[config.mk]
export PLATFORM = sky130hd
export DESIGN_NAME = cpu_bus_fabric
export DESIGN_NICKNAME = d
export VERILOG_FILES = /design/src/common/axi_pkg.sv /design/src/common/soc_map_pkg.sv /design/src/bus/read_arbiter.sv /design/src/clint/clint.sv /design/src/source/cpu_bus_fabric.sv
export SDC_FILE = /design/constraint.sdc
export NUM_CORES = 1
export LEC_CHECK = 0
export BUFFER_PORTS_ARGS = -buffer_cell sky130_fd_sc_hd__buf_2
export CAP_MARGIN = 0
export CORE_AREA = 3 3 166 168
export DETAILED_ROUTE_END_ITERATION = 8
export DIE_AREA = 0 0 169 171
export GPL_TIMING_DRIVEN = 0
export MAX_ROUTING_LAYER = met4
export SETUP_SLACK_MARGIN = 0.05
export SYNTH_ARGS = -nofsm -noshare
export SYNTH_HDL_FRONTEND = slang
export SYNTH_SLANG_ARGS = --single-unit
[constraint.sdc]
create_clock -name clock -period 5.95 [get_ports clock]
set_input_delay 1.19 -clock clock [delete_from_list [all_inputs] [get_ports clock]]
set_output_delay 1.19 -clock clock [all_outputs]
set_load 0.05 [all_outputs]
[src/common/axi_pkg.sv]
package axi_pkg;

    localparam int ADDR_W  = 32;
    localparam int DATA_W  = 32;
    localparam int STRB_W  = DATA_W / 8;
    localparam int LEN_W   = 8;
    localparam int SIZE_W  = 3;
    localparam int BURST_W = 2;
    localparam int RESP_W  = 2;

    typedef logic [ADDR_W-1:0]  addr_t;
    typedef logic [DATA_W-1:0]  data_t;
    typedef logic [STRB_W-1:0]  strb_t;
    typedef logic [LEN_W-1:0]   len_t;   // beats minus one.
    typedef logic [SIZE_W-1:0]  size_t;  // log2 of bytes per beat.
    typedef logic [BURST_W-1:0] burst_t;
    typedef logic [RESP_W-1:0]  resp_t;

    localparam resp_t RESP_OKAY   = 2'b00;
    localparam resp_t RESP_EXOKAY = 2'b01;
    localparam resp_t RESP_SLVERR = 2'b10;
    localparam resp_t RESP_DECERR = 2'b11;

    localparam burst_t BURST_FIXED = 2'b00;
    localparam burst_t BURST_INCR  = 2'b01;  // used for cache line fills.
    localparam burst_t BURST_WRAP  = 2'b10;

    // one 32-bit word per beat.
    localparam size_t SIZE_WORD = 3'd2;

endpackage

[src/common/soc_map_pkg.sv]
package soc_map_pkg;

    // core-local timer region of 64 KiB.
    localparam logic [31:0] CLINT_BASE = 32'h0200_0000;
    localparam logic [31:0] CLINT_MASK = 32'hFFFF_0000;

    localparam logic [31:0] MTIME_LO_OFF = 32'h0000_0000;
    localparam logic [31:0] MTIME_HI_OFF = 32'h0000_0004;

    typedef logic [63:0] mtime_t;

    typedef enum logic [1:0] {
        ARB_IDLE,   // waiting for a request.
        ARB_ADDR,   // owner's address routed to target.
        ARB_DATA    // target's read data routed to owner.
    } arb_state_t;

endpackage

[src/bus/read_arbiter.sv]
`timescale 1ns/1ps

module read_arbiter
    import axi_pkg::*;
    import soc_map_pkg::*;
(
    input  logic   clock,
    input  logic   rst_n,

    input  logic   fetch_arvalid,
    output logic   fetch_arready,
    input  addr_t  fetch_araddr,
    input  len_t   fetch_arlen,
    input  size_t  fetch_arsize,
    input  burst_t fetch_arburst,
    output logic   fetch_rvalid,
    input  logic   fetch_rready,
    output data_t  fetch_rdata,
    output resp_t  fetch_rresp,
    output logic   fetch_rlast,

    input  logic   lsu_arvalid,
    output logic   lsu_arready,
    input  addr_t  lsu_araddr,
    input  len_t   lsu_arlen,
    input  size_t  lsu_arsize,
    input  burst_t lsu_arburst,
    output logic   lsu_rvalid,
    input  logic   lsu_rready,
    output data_t  lsu_rdata,
    output resp_t  lsu_rresp,
    output logic   lsu_rlast,

    output logic   mem_arvalid,
    input  logic   mem_arready,
    output addr_t  mem_araddr,
    output len_t   mem_arlen,
    output size_t  mem_arsize,
    output burst_t mem_arburst,
    input  logic   mem_rvalid,
    output logic   mem_rready,
    input  data_t  mem_rdata,
    input  resp_t  mem_rresp,
    input  logic   mem_rlast,

    output logic   clint_arvalid,
    input  logic   clint_arready,
    output addr_t  clint_araddr,
    input  logic   clint_rvalid,
    output logic   clint_rready,
    input  data_t  clint_rdata,
    input  resp_t  clint_rresp,
    input  logic   clint_rlast
);

    arb_state_t state;
    arb_state_t state_nxt;
    logic       owner_lsu;   // 1 = load/store owns the bus.
    logic       tgt_clint;   // 1 = transaction goes to the clint.

    addr_t  req_addr;
    logic   req_clint;
    logic   sel_arvalid;
    logic   tgt_arready;
    logic   tgt_rvalid;
    data_t  tgt_rdata;
    resp_t  tgt_rresp;
    logic   tgt_rlast;
    logic   own_rready;
    logic   in_addr;
    logic   in_data;

    // lsu wins when both ask on the same edge.
    assign req_addr  = lsu_arvalid ? lsu_araddr : fetch_araddr;
    assign req_clint = (req_addr & CLINT_MASK) == CLINT_BASE;

    assign in_addr = state == ARB_ADDR;
    assign in_data = state == ARB_DATA;

    assign sel_arvalid = owner_lsu ? lsu_arvalid : fetch_arvalid;
    assign tgt_arready = tgt_clint ? clint_arready : mem_arready;

    assign mem_arvalid   = in_addr && !tgt_clint && sel_arvalid;
    assign clint_arvalid = in_addr && tgt_clint && sel_arvalid;
    assign mem_araddr    = owner_lsu ? lsu_araddr : fetch_araddr;
    assign mem_arlen     = owner_lsu ? lsu_arlen : fetch_arlen;
    assign mem_arsize    = owner_lsu ? lsu_arsize : fetch_arsize;
    assign mem_arburst   = owner_lsu ? lsu_arburst : fetch_arburst;
    assign clint_araddr  = mem_araddr;

    assign fetch_arready = in_addr && !owner_lsu && tgt_arready;
    assign lsu_arready   = in_addr && owner_lsu && tgt_arready;

    assign tgt_rvalid = tgt_clint ? clint_rvalid : mem_rvalid;
    assign tgt_rdata  = tgt_clint ? clint_rdata : mem_rdata;
    assign tgt_rresp  = tgt_clint ? clint_rresp : mem_rresp;
    assign tgt_rlast  = tgt_clint ? clint_rlast : mem_rlast;
    assign own_rready = owner_lsu ? lsu_rready : fetch_rready;

    assign mem_rready   = in_data && !tgt_clint && own_rready;
    assign clint_rready = in_data && tgt_clint && own_rready;

    assign fetch_rvalid = in_data && !owner_lsu && tgt_rvalid;
    assign fetch_rdata  = tgt_rdata;
    assign fetch_rresp  = tgt_rresp;
    assign fetch_rlast  = tgt_rlast;
    assign lsu_rvalid   = in_data && owner_lsu && tgt_rvalid;
    assign lsu_rdata    = tgt_rdata;
    assign lsu_rresp    = tgt_rresp;
    assign lsu_rlast    = tgt_rlast;

    always_comb begin
        state_nxt = state;
        unique case (state)
            ARB_IDLE: begin
                if (fetch_arvalid || lsu_arvalid) begin
                    state_nxt = ARB_ADDR;
                end
            end
            ARB_ADDR: begin
                if (sel_arvalid && tgt_arready) begin
                    state_nxt = ARB_DATA;
                end
            end
            ARB_DATA: begin
                if (tgt_rvalid && own_rready && tgt_rlast) begin
                    state_nxt = ARB_IDLE;
                end
            end
            default: state_nxt = ARB_IDLE;
        endcase
    end

    always_ff @(posedge clock or negedge rst_n) begin
        if (!rst_n) begin
            state     <= ARB_IDLE;
            owner_lsu <= 1'b0;
            tgt_clint <= 1'b0;
        end else begin
            state <= state_nxt;
            if (state == ARB_IDLE && (fetch_arvalid || lsu_arvalid)) begin
                owner_lsu <= lsu_arvalid;
                tgt_clint <= req_clint;  // decoded once per grant.
            end
        end
    end

endmodule

[src/clint/clint.sv]
`timescale 1ns/1ps

module clint
    import axi_pkg::*;
    import soc_map_pkg::*;
(
    input  logic  clock,
    input  logic  rst_n,

    input  addr_t araddr,
    input  logic  arvalid,
    output logic  arready,

    output logic  rvalid,
    input  logic  rready,
    output data_t rdata,
    output resp_t rresp,
    output logic  rlast
);

    mtime_t mtime;
    logic   rvalid_q;
    data_t  rdata_q;
    resp_t  rresp_q;

    addr_t  offset;
    data_t  rd_word;
    resp_t  rd_resp;
    logic   ar_fire;

    assign offset  = araddr & ~CLINT_MASK;
    assign arready = !rvalid_q;  // one response in flight.
    assign ar_fire = arvalid && arready;

    always_comb begin
        rd_word = '0;
        rd_resp = RESP_OKAY;
        if (offset == MTIME_LO_OFF) begin
            rd_word = mtime[31:0];
        end else if (offset == MTIME_HI_OFF) begin
            rd_word = mtime[63:32];
        end else begin
            rd_resp = RESP_SLVERR;  // unmapped offset.
        end
    end

    always_ff @(posedge clock or negedge rst_n) begin
        if (!rst_n) begin
            mtime <= '0;
        end else begin
            mtime <= mtime + 64'd1;
        end
    end

    always_ff @(posedge clock or negedge rst_n) begin
        if (!rst_n) begin
            rvalid_q <= 1'b0;
        end else if (ar_fire) begin
            rvalid_q <= 1'b1;
        end else if (rready) begin
            rvalid_q <= 1'b0;
        end
    end

    // timer word as seen at the address edge.
    always_ff @(posedge clock) begin
        if (ar_fire) begin
            rdata_q <= rd_word;
            rresp_q <= rd_resp;
        end
    end

    assign rvalid = rvalid_q;
    assign rdata  = rdata_q;
    assign rresp  = rresp_q;
    assign rlast  = rvalid_q;  // every response is a single beat.

endmodule

[src/source/cpu_bus_fabric.sv]
`timescale 1ns/1ps

module cpu_bus_fabric
    import axi_pkg::*;
(
    input  logic   clock,
    input  logic   rst_n,

    input  logic   fetch_arvalid,
    output logic   fetch_arready,
    input  addr_t  fetch_araddr,
    input  len_t   fetch_arlen,
    input  size_t  fetch_arsize,
    input  burst_t fetch_arburst,
    output logic   fetch_rvalid,
    input  logic   fetch_rready,
    output data_t  fetch_rdata,
    output resp_t  fetch_rresp,
    output logic   fetch_rlast,

    input  logic   lsu_arvalid,
    output logic   lsu_arready,
    input  addr_t  lsu_araddr,
    input  len_t   lsu_arlen,
    input  size_t  lsu_arsize,
    input  burst_t lsu_arburst,
    output logic   lsu_rvalid,
    input  logic   lsu_rready,
    output data_t  lsu_rdata,
    output resp_t  lsu_rresp,
    output logic   lsu_rlast,
    input  logic   lsu_awvalid,
    output logic   lsu_awready,
    input  addr_t  lsu_awaddr,
    input  len_t   lsu_awlen,
    input  size_t  lsu_awsize,
    input  burst_t lsu_awburst,
    input  logic   lsu_wvalid,
    output logic   lsu_wready,
    input  data_t  lsu_wdata,
    input  strb_t  lsu_wstrb,
    input  logic   lsu_wlast,
    output logic   lsu_bvalid,
    input  logic   lsu_bready,
    output resp_t  lsu_bresp,

    output logic   mem_arvalid,
    input  logic   mem_arready,
    output addr_t  mem_araddr,
    output len_t   mem_arlen,
    output size_t  mem_arsize,
    output burst_t mem_arburst,
    input  logic   mem_rvalid,
    output logic   mem_rready,
    input  data_t  mem_rdata,
    input  resp_t  mem_rresp,
    input  logic   mem_rlast,
    output logic   mem_awvalid,
    input  logic   mem_awready,
    output addr_t  mem_awaddr,
    output len_t   mem_awlen,
    output size_t  mem_awsize,
    output burst_t mem_awburst,
    output logic   mem_wvalid,
    input  logic   mem_wready,
    output data_t  mem_wdata,
    output strb_t  mem_wstrb,
    output logic   mem_wlast,
    input  logic   mem_bvalid,
    output logic   mem_bready,
    input  resp_t  mem_bresp
);

    logic  clint_arvalid;
    logic  clint_arready;
    addr_t clint_araddr;
    logic  clint_rvalid;
    logic  clint_rready;
    data_t clint_rdata;
    resp_t clint_rresp;
    logic  clint_rlast;

    // port names line up one to one.
    read_arbiter read_arbiter_i (.*);

    clint clint_i (
        .clock   (clock        ),
        .rst_n   (rst_n        ),
        .araddr  (clint_araddr ),
        .arvalid (clint_arvalid),
        .arready (clint_arready),
        .rvalid  (clint_rvalid ),
        .rready  (clint_rready ),
        .rdata   (clint_rdata  ),
        .rresp   (clint_rresp  ),
        .rlast   (clint_rlast  )
    );

    // writes only ever target memory.
    assign mem_awvalid = lsu_awvalid;
    assign lsu_awready = mem_awready;
    assign mem_awaddr  = lsu_awaddr;
    assign mem_awlen   = lsu_awlen;
    assign mem_awsize  = lsu_awsize;
    assign mem_awburst = lsu_awburst;

    assign mem_wvalid  = lsu_wvalid;
    assign lsu_wready  = mem_wready;
    assign mem_wdata   = lsu_wdata;
    assign mem_wstrb   = lsu_wstrb;
    assign mem_wlast   = lsu_wlast;

    assign lsu_bvalid  = mem_bvalid;
    assign mem_bready  = lsu_bready;
    assign lsu_bresp   = mem_bresp;

endmodule

; After elaboration in Yosys (flattened, before gate mapping)
; Index checks and enable logic that the tools add are counted.
[op_classes]
add_sub_neg = 1
mul = 0
div_mod_pow = 0
order_cmp = 0
eq_ne = 7
shifts = 0
muxes = 21
n_bitwise = 0
n_reduce_logical = 29
[op_table]
columns = cell, count
row1 = two-way mux 32 bit, 5
row2 = "adder 64 x 1 -> 64 bit, second input constant", 1
row3 = zero test 32 bit, 1
row4 = logical AND 1 bit, 21
row5 = "== test 16 x 10 -> 1 bit, second input constant", 1
row6 = "== test 16 x 3 -> 1 bit, second input constant", 1
row7 = two-way mux 2 bit, 6
row8 = two-way mux 8 bit, 1
row9 = two-way mux 1 bit, 7
row10 = case mux 2 bit (3 select lines), 1
row11 = "!= test 2 bit, second input constant", 2
row12 = zero test 1 bit, 3
row13 = two-way mux 3 bit, 1
row14 = AND reduction 3 bit, 1
row15 = "== test 2 x 1 -> 1 bit, second input constant", 1
row16 = "== test 2 bit, second input constant", 1
row17 = zero test 2 bit, 1
row18 = "!= test 2 x 1 -> 1 bit, second input constant", 1
row19 = nonzero test 2 bit, 1
row20 = logical OR 1 bit, 1
[word_totals]
regBits = 103
latch_bits = 0
ramBits = 0
rom_bits = 0
elab_cells = 65
mem_count = 0

; Logic depth before layout (Yosys ltp)
[depth]
word_depth = 5
ltp_mapped = 8
mapped_depth_nobuf = 6

; Modules after synthesis
; A second synthesis with hierarchy kept.
[unflattened]
hier_cells = 669
area_unflattened_um2 = 6990.5
[by_module_without_submodules]
columns = mod, instances, cells_each, area_per_inst_um2
row1 = clint, 1, 374, 4479.3
row2 = read_arbiter, 1, 205, 1835.5
row3 = cpu_bus_fabric, 1, 90, 675.6

; Worst setup path after synthesis
; Ideal clock, no wire load.
[synth_timing]
kind = input to register
startpoint = in lsu_arvalid
endpoint = reg clint_i.rdata_q[0] (netlist: clint_i.rdata[0]), enable pin
setup_ns = 0.474
arrival_time_ns = 4.266
slack_ns = 1.211
stages = 3
path_cell_list = mux2i_1 > or3b_2 > nor3b_1
[synth_via]
elab_chain_len = 3
[synth_rtl]
columns = item, line_no
row1 = "start, declared", cpu_bus_fabric.sv:21  ; input logic lsu_arvalid,
row2 = two-way mux 1 bit, read_arbiter.sv:80  ; assign sel_arvalid = owner_lsu ? lsu_arvalid : fetch_arvalid;
row3 = logical AND 1 bit, read_arbiter.sv:84  ; assign clint_arvalid = in_addr && tgt_clint && sel_arvalid;
row4 = logical AND 1 bit, clint.sv:33  ; assign ar_fire = arvalid && arready;
row5 = via clint_i.ar_fire, clint.sv:29  ; logic ar_fire;
row6 = "end signal, assigned", clint.sv:68  ; rdata_q <= rd_word;
row7 = "end, declared", clint.sv:23  ; data_t rdata_q;
; The timed path passes the listed nets, and every way through them passes these cells.
; A chain may end at the register's enable or synchronous reset.

; Worst setup path in the final report
[layout_timing]
startpoint = in lsu_araddr[2]
endpoint = out mem_araddr[2]
[layout_via]
elab_chain_len = 1
[layout_rtl]
columns = item, line_no
row1 = "start, declared", cpu_bus_fabric.sv:23  ; input addr_t lsu_araddr,
row2 = two-way mux 32 bit, read_arbiter.sv:85  ; assign mem_araddr = owner_lsu ? lsu_araddr : fetch_araddr;
row3 = "end, declared", cpu_bus_fabric.sv:49  ; output addr_t mem_araddr,
; Every way passes these cells.

==> results.toml <==
[run_status]
outcome = "complete, no violations"

[clock_network]
clk_latency_ps = 350
cts_buffers = 9
cts.clk_slew.worst_paths_ps = 60
post_cts_buffers = 0
ctsResizeCount = 0
h-tree-depth = 3
cts.path.max_buffers = 2
ctsHoldBuffers = 0
cts_root_buffer = "clkbuf_16"
tritoncts = "built"
cts.sinks = 102

[synth]
netlist_top_cells_count = "125 x buf_4, 89 x nand2_1, 77 x mux2_2, 69 x dfrtp_1, 39 x xnor2_1"
yosysTopAreaCell = "dfrtp_1"
async_reset_ff_share_pct = 67.65
synth.most_common_cell = "buf_4"
synthFlopType = "dfrtp_1"
syn_area_mm2 = 0.006624
synth_edf_count = 33
synth.avg_cell_area_um2 = 9.886
seq_area_frac_synth_pct = 41.03
yosysWarnings = 0
yosysUniqueCellTypes = 43
synthTopCellsByArea = "dfrtp_1 26%, edfxtp_1 15%, buf_4 14%, mux2_2 13%, xnor2_1 5.2%"
synth-seq-cells = 102
syn_nets = 894
synthCells = 670
synth_top_area_share_pct = 26.07

[layout]
nets = 1251
nFillCells = 2679
drive_gt1_share_pct = 56.01
area_growth_pct = 37.68
num_antenna_cells = 0
post-route-util_pct = 35.00

[place]
hpwl_um = 21480
globalplace.congestion = 0.8190
numPortBuffers = 343

[sta]
fin_crit_ps = 4028
fin_crit_sh_pct = 67.69
fin_worst_skew_ps = 8.059
drv_slew = 0
worst_pin_slew_ps = 1002
rsz0062_at_grt = "no"
finalSetupViolCount = 0
fmax_ghz = 0.2483
tns_ps = 0
slew_headroom_pct = 32.90
finalHoldViolCount = 0

[drt]
drc_errors = 0
ant_nets = 0
wire_per_inst_um = 18.88
routed_wl_um = 25800
vias = 5999
drtIter0Drc = 325
first_pass_iters = 4
vias_per_cell = 4.388

[setup_path]
slowest_stage = "mux2i_1"
endpoint_kind = "output port"
crit_path_max_incr_delay_ps = 600
path_class = "in2out"
cp.arrival_ps = 2840
cp_max_fo = 10
start_kind = "primary input"
required_ps = 4760
cp_cell_sequence = "buf_2 -> mux2i_1 -> inv_1 -> clkbuf_1 -> buf_2"
cp_common_cell = "buf_2"

[power_and_ir_drop]
power_density_mw_per_mm2 = 287.4
ir_worst_vdd_mv = 0.1965
p_leak_nw = 4.281

[global_route]
grt_max_degree = 68
grt_pass1_wl_um = 36020
antenna_found_initial = 2
grt_pass1_vias = 5831
grt_overflow = 0
grt_use_total_pct = 17.10

[die]
boundaryPins = 434
rows = 59
die_h_um = 171
core_mm2 = 0.02606
dieArea_mm2 = 0.02890
start_util_pct = 25.42
die_w_um = 169

[flow_run]
drv_cap = 0

[worst_hold_path]
hp-class = "reg2reg"
metrics by stage:
step	setup slack, ps	instance area (um2)	cells	power (mW)	hold WS, ps
3_5_place_dp	1938	8817	1351	2.037	473.4
3_3_place_gp	-531.5	8760	1348	2.030	465.1
5_1_grt	1809	9120	1367	2.722	508.8
6_report	1922	9120	1367	2.622	477.5
4_1_cts	1939	9120	1367	2.645	482.6
2_1_floorplan	1211	6624	670	1.705	445.3
state kept, by name, summed over array words and instances (netlist names):
name                      cells
clint_i.rlast                 1
clint_i.rdata                32
read_arbiter_i.owner_lsu      1
read_arbiter_i.tgt_clint      1
clint_i.rresp                 1
clint_i.mtime                64
read_arbiter_i.state          2
path summary, 6_finish.rpt:
check,start,endpoint,slack (ps),depth (start not counted)
worst max-delay path,lsu_araddr[2],mem_araddr[2],1920,5
max in group asynchronous,rst_n,read_arbiter_i.tgt_clint$_DFFE_PN0P_,4780,2
min in group asynchronous,rst_n,clint_i.mtime[16]$_DFF_PN0_,630,1
worst min-delay path,clint_i.mtime[63]$_DFF_PN0_,clint_i.mtime[63]$_DFF_PN0_,480,1
worst max register to register,read_arbiter_i.owner_lsu$_DFFE_PN0P_,clint_i.rdata[29]$_DFFE_PP_,2800,6
worst min register to register,clint_i.mtime[63]$_DFF_PN0_,clint_i.mtime[63]$_DFF_PN0_,480,1
layer usage:
| metal | vias to the layer above | part of all wire (%) | GRT usage [%] |
|---|---|---|---|
| met5 | - | 0 | - |
| met4 | 0 | 1.4 | 3.176 |
| met3 | 17 | 8.0 | 4.991 |
| met2 | 202 | 49 | 27.85 |
| met1 | 2878 | 41 | 21.45 |
| li1 | 2902 | - | - |
kinds of logic (layout without fill, tap and decap cells):
group | after synthesis | after routing | synth area share (%)
adder cells (fa/ha/maj) | 1 | 1 | 0.1889
AO/OA/AOI/OAI | 46 | 46 | 3.854
AND/OR/NAND/NOR | 218 | 218 | 16.81
XOR/XNOR | 62 | 62 | 8.198
multiplexers | 81 | 81 | 13.69
buffers and inverters | 160 | 522 | 16.23
flip-flops | 102 | 102 | 41.03
critical path: cells and delay by family:
kind	cells	cell delay, ps
buffers and inverters	4	1040
multiplexers	1	600
final cells by class:
| cell class | instances | area, um2 | share of cell area, % |
|---|---|---|---|
| clock buffers | 13 | 260.3 | 2.854 |
| multi-input cells | 408 | 2836 | 31.10 |
| repair buffers | 346 | 1769 | 19.40 |
| clock inverters | 3 | 42.54 | 0.4665 |
| well taps | 335 | 419.2 | 4.596 |
| flip-flops and latches | 102 | 2718 | 29.80 |
| plain buffers | 151 | 1041 | 11.41 |
| inverters | 9 | 33.78 | 0.3704 |
where the power goes:
group	leakage (nW)	internal [mW]	switching, mW	total (mW)
Sequential	1.19	0.730	0.0100	0.740
Clock	0.146	0.349	0.258	0.607
Combinational	2.95	0.355	0.919	1.27
Total	4.28	1.43	1.19	2.62
cell usage in the layout, fill, tap and decap left out, drive strengths merged, types with 2 or more instances in the layout:
cell type	n
nand4	22
mux2	77
nor3	16
edfxtp	33
nor4b	2
nand4b	2
a211oi	3
xor2	23
a21oi	33
o21ai	4
nand2b	2
buf	476
or2	3
and4	6
clkbuf	34
xnor2	39
nand3	24
or4	3
nand2	89
mux2i	4
inv	9
dfrtp	69
and3	10
nor2	21
and2	2
a22o	2
nor4	11
No activity file was read; power rests on OpenSTA's default activity.
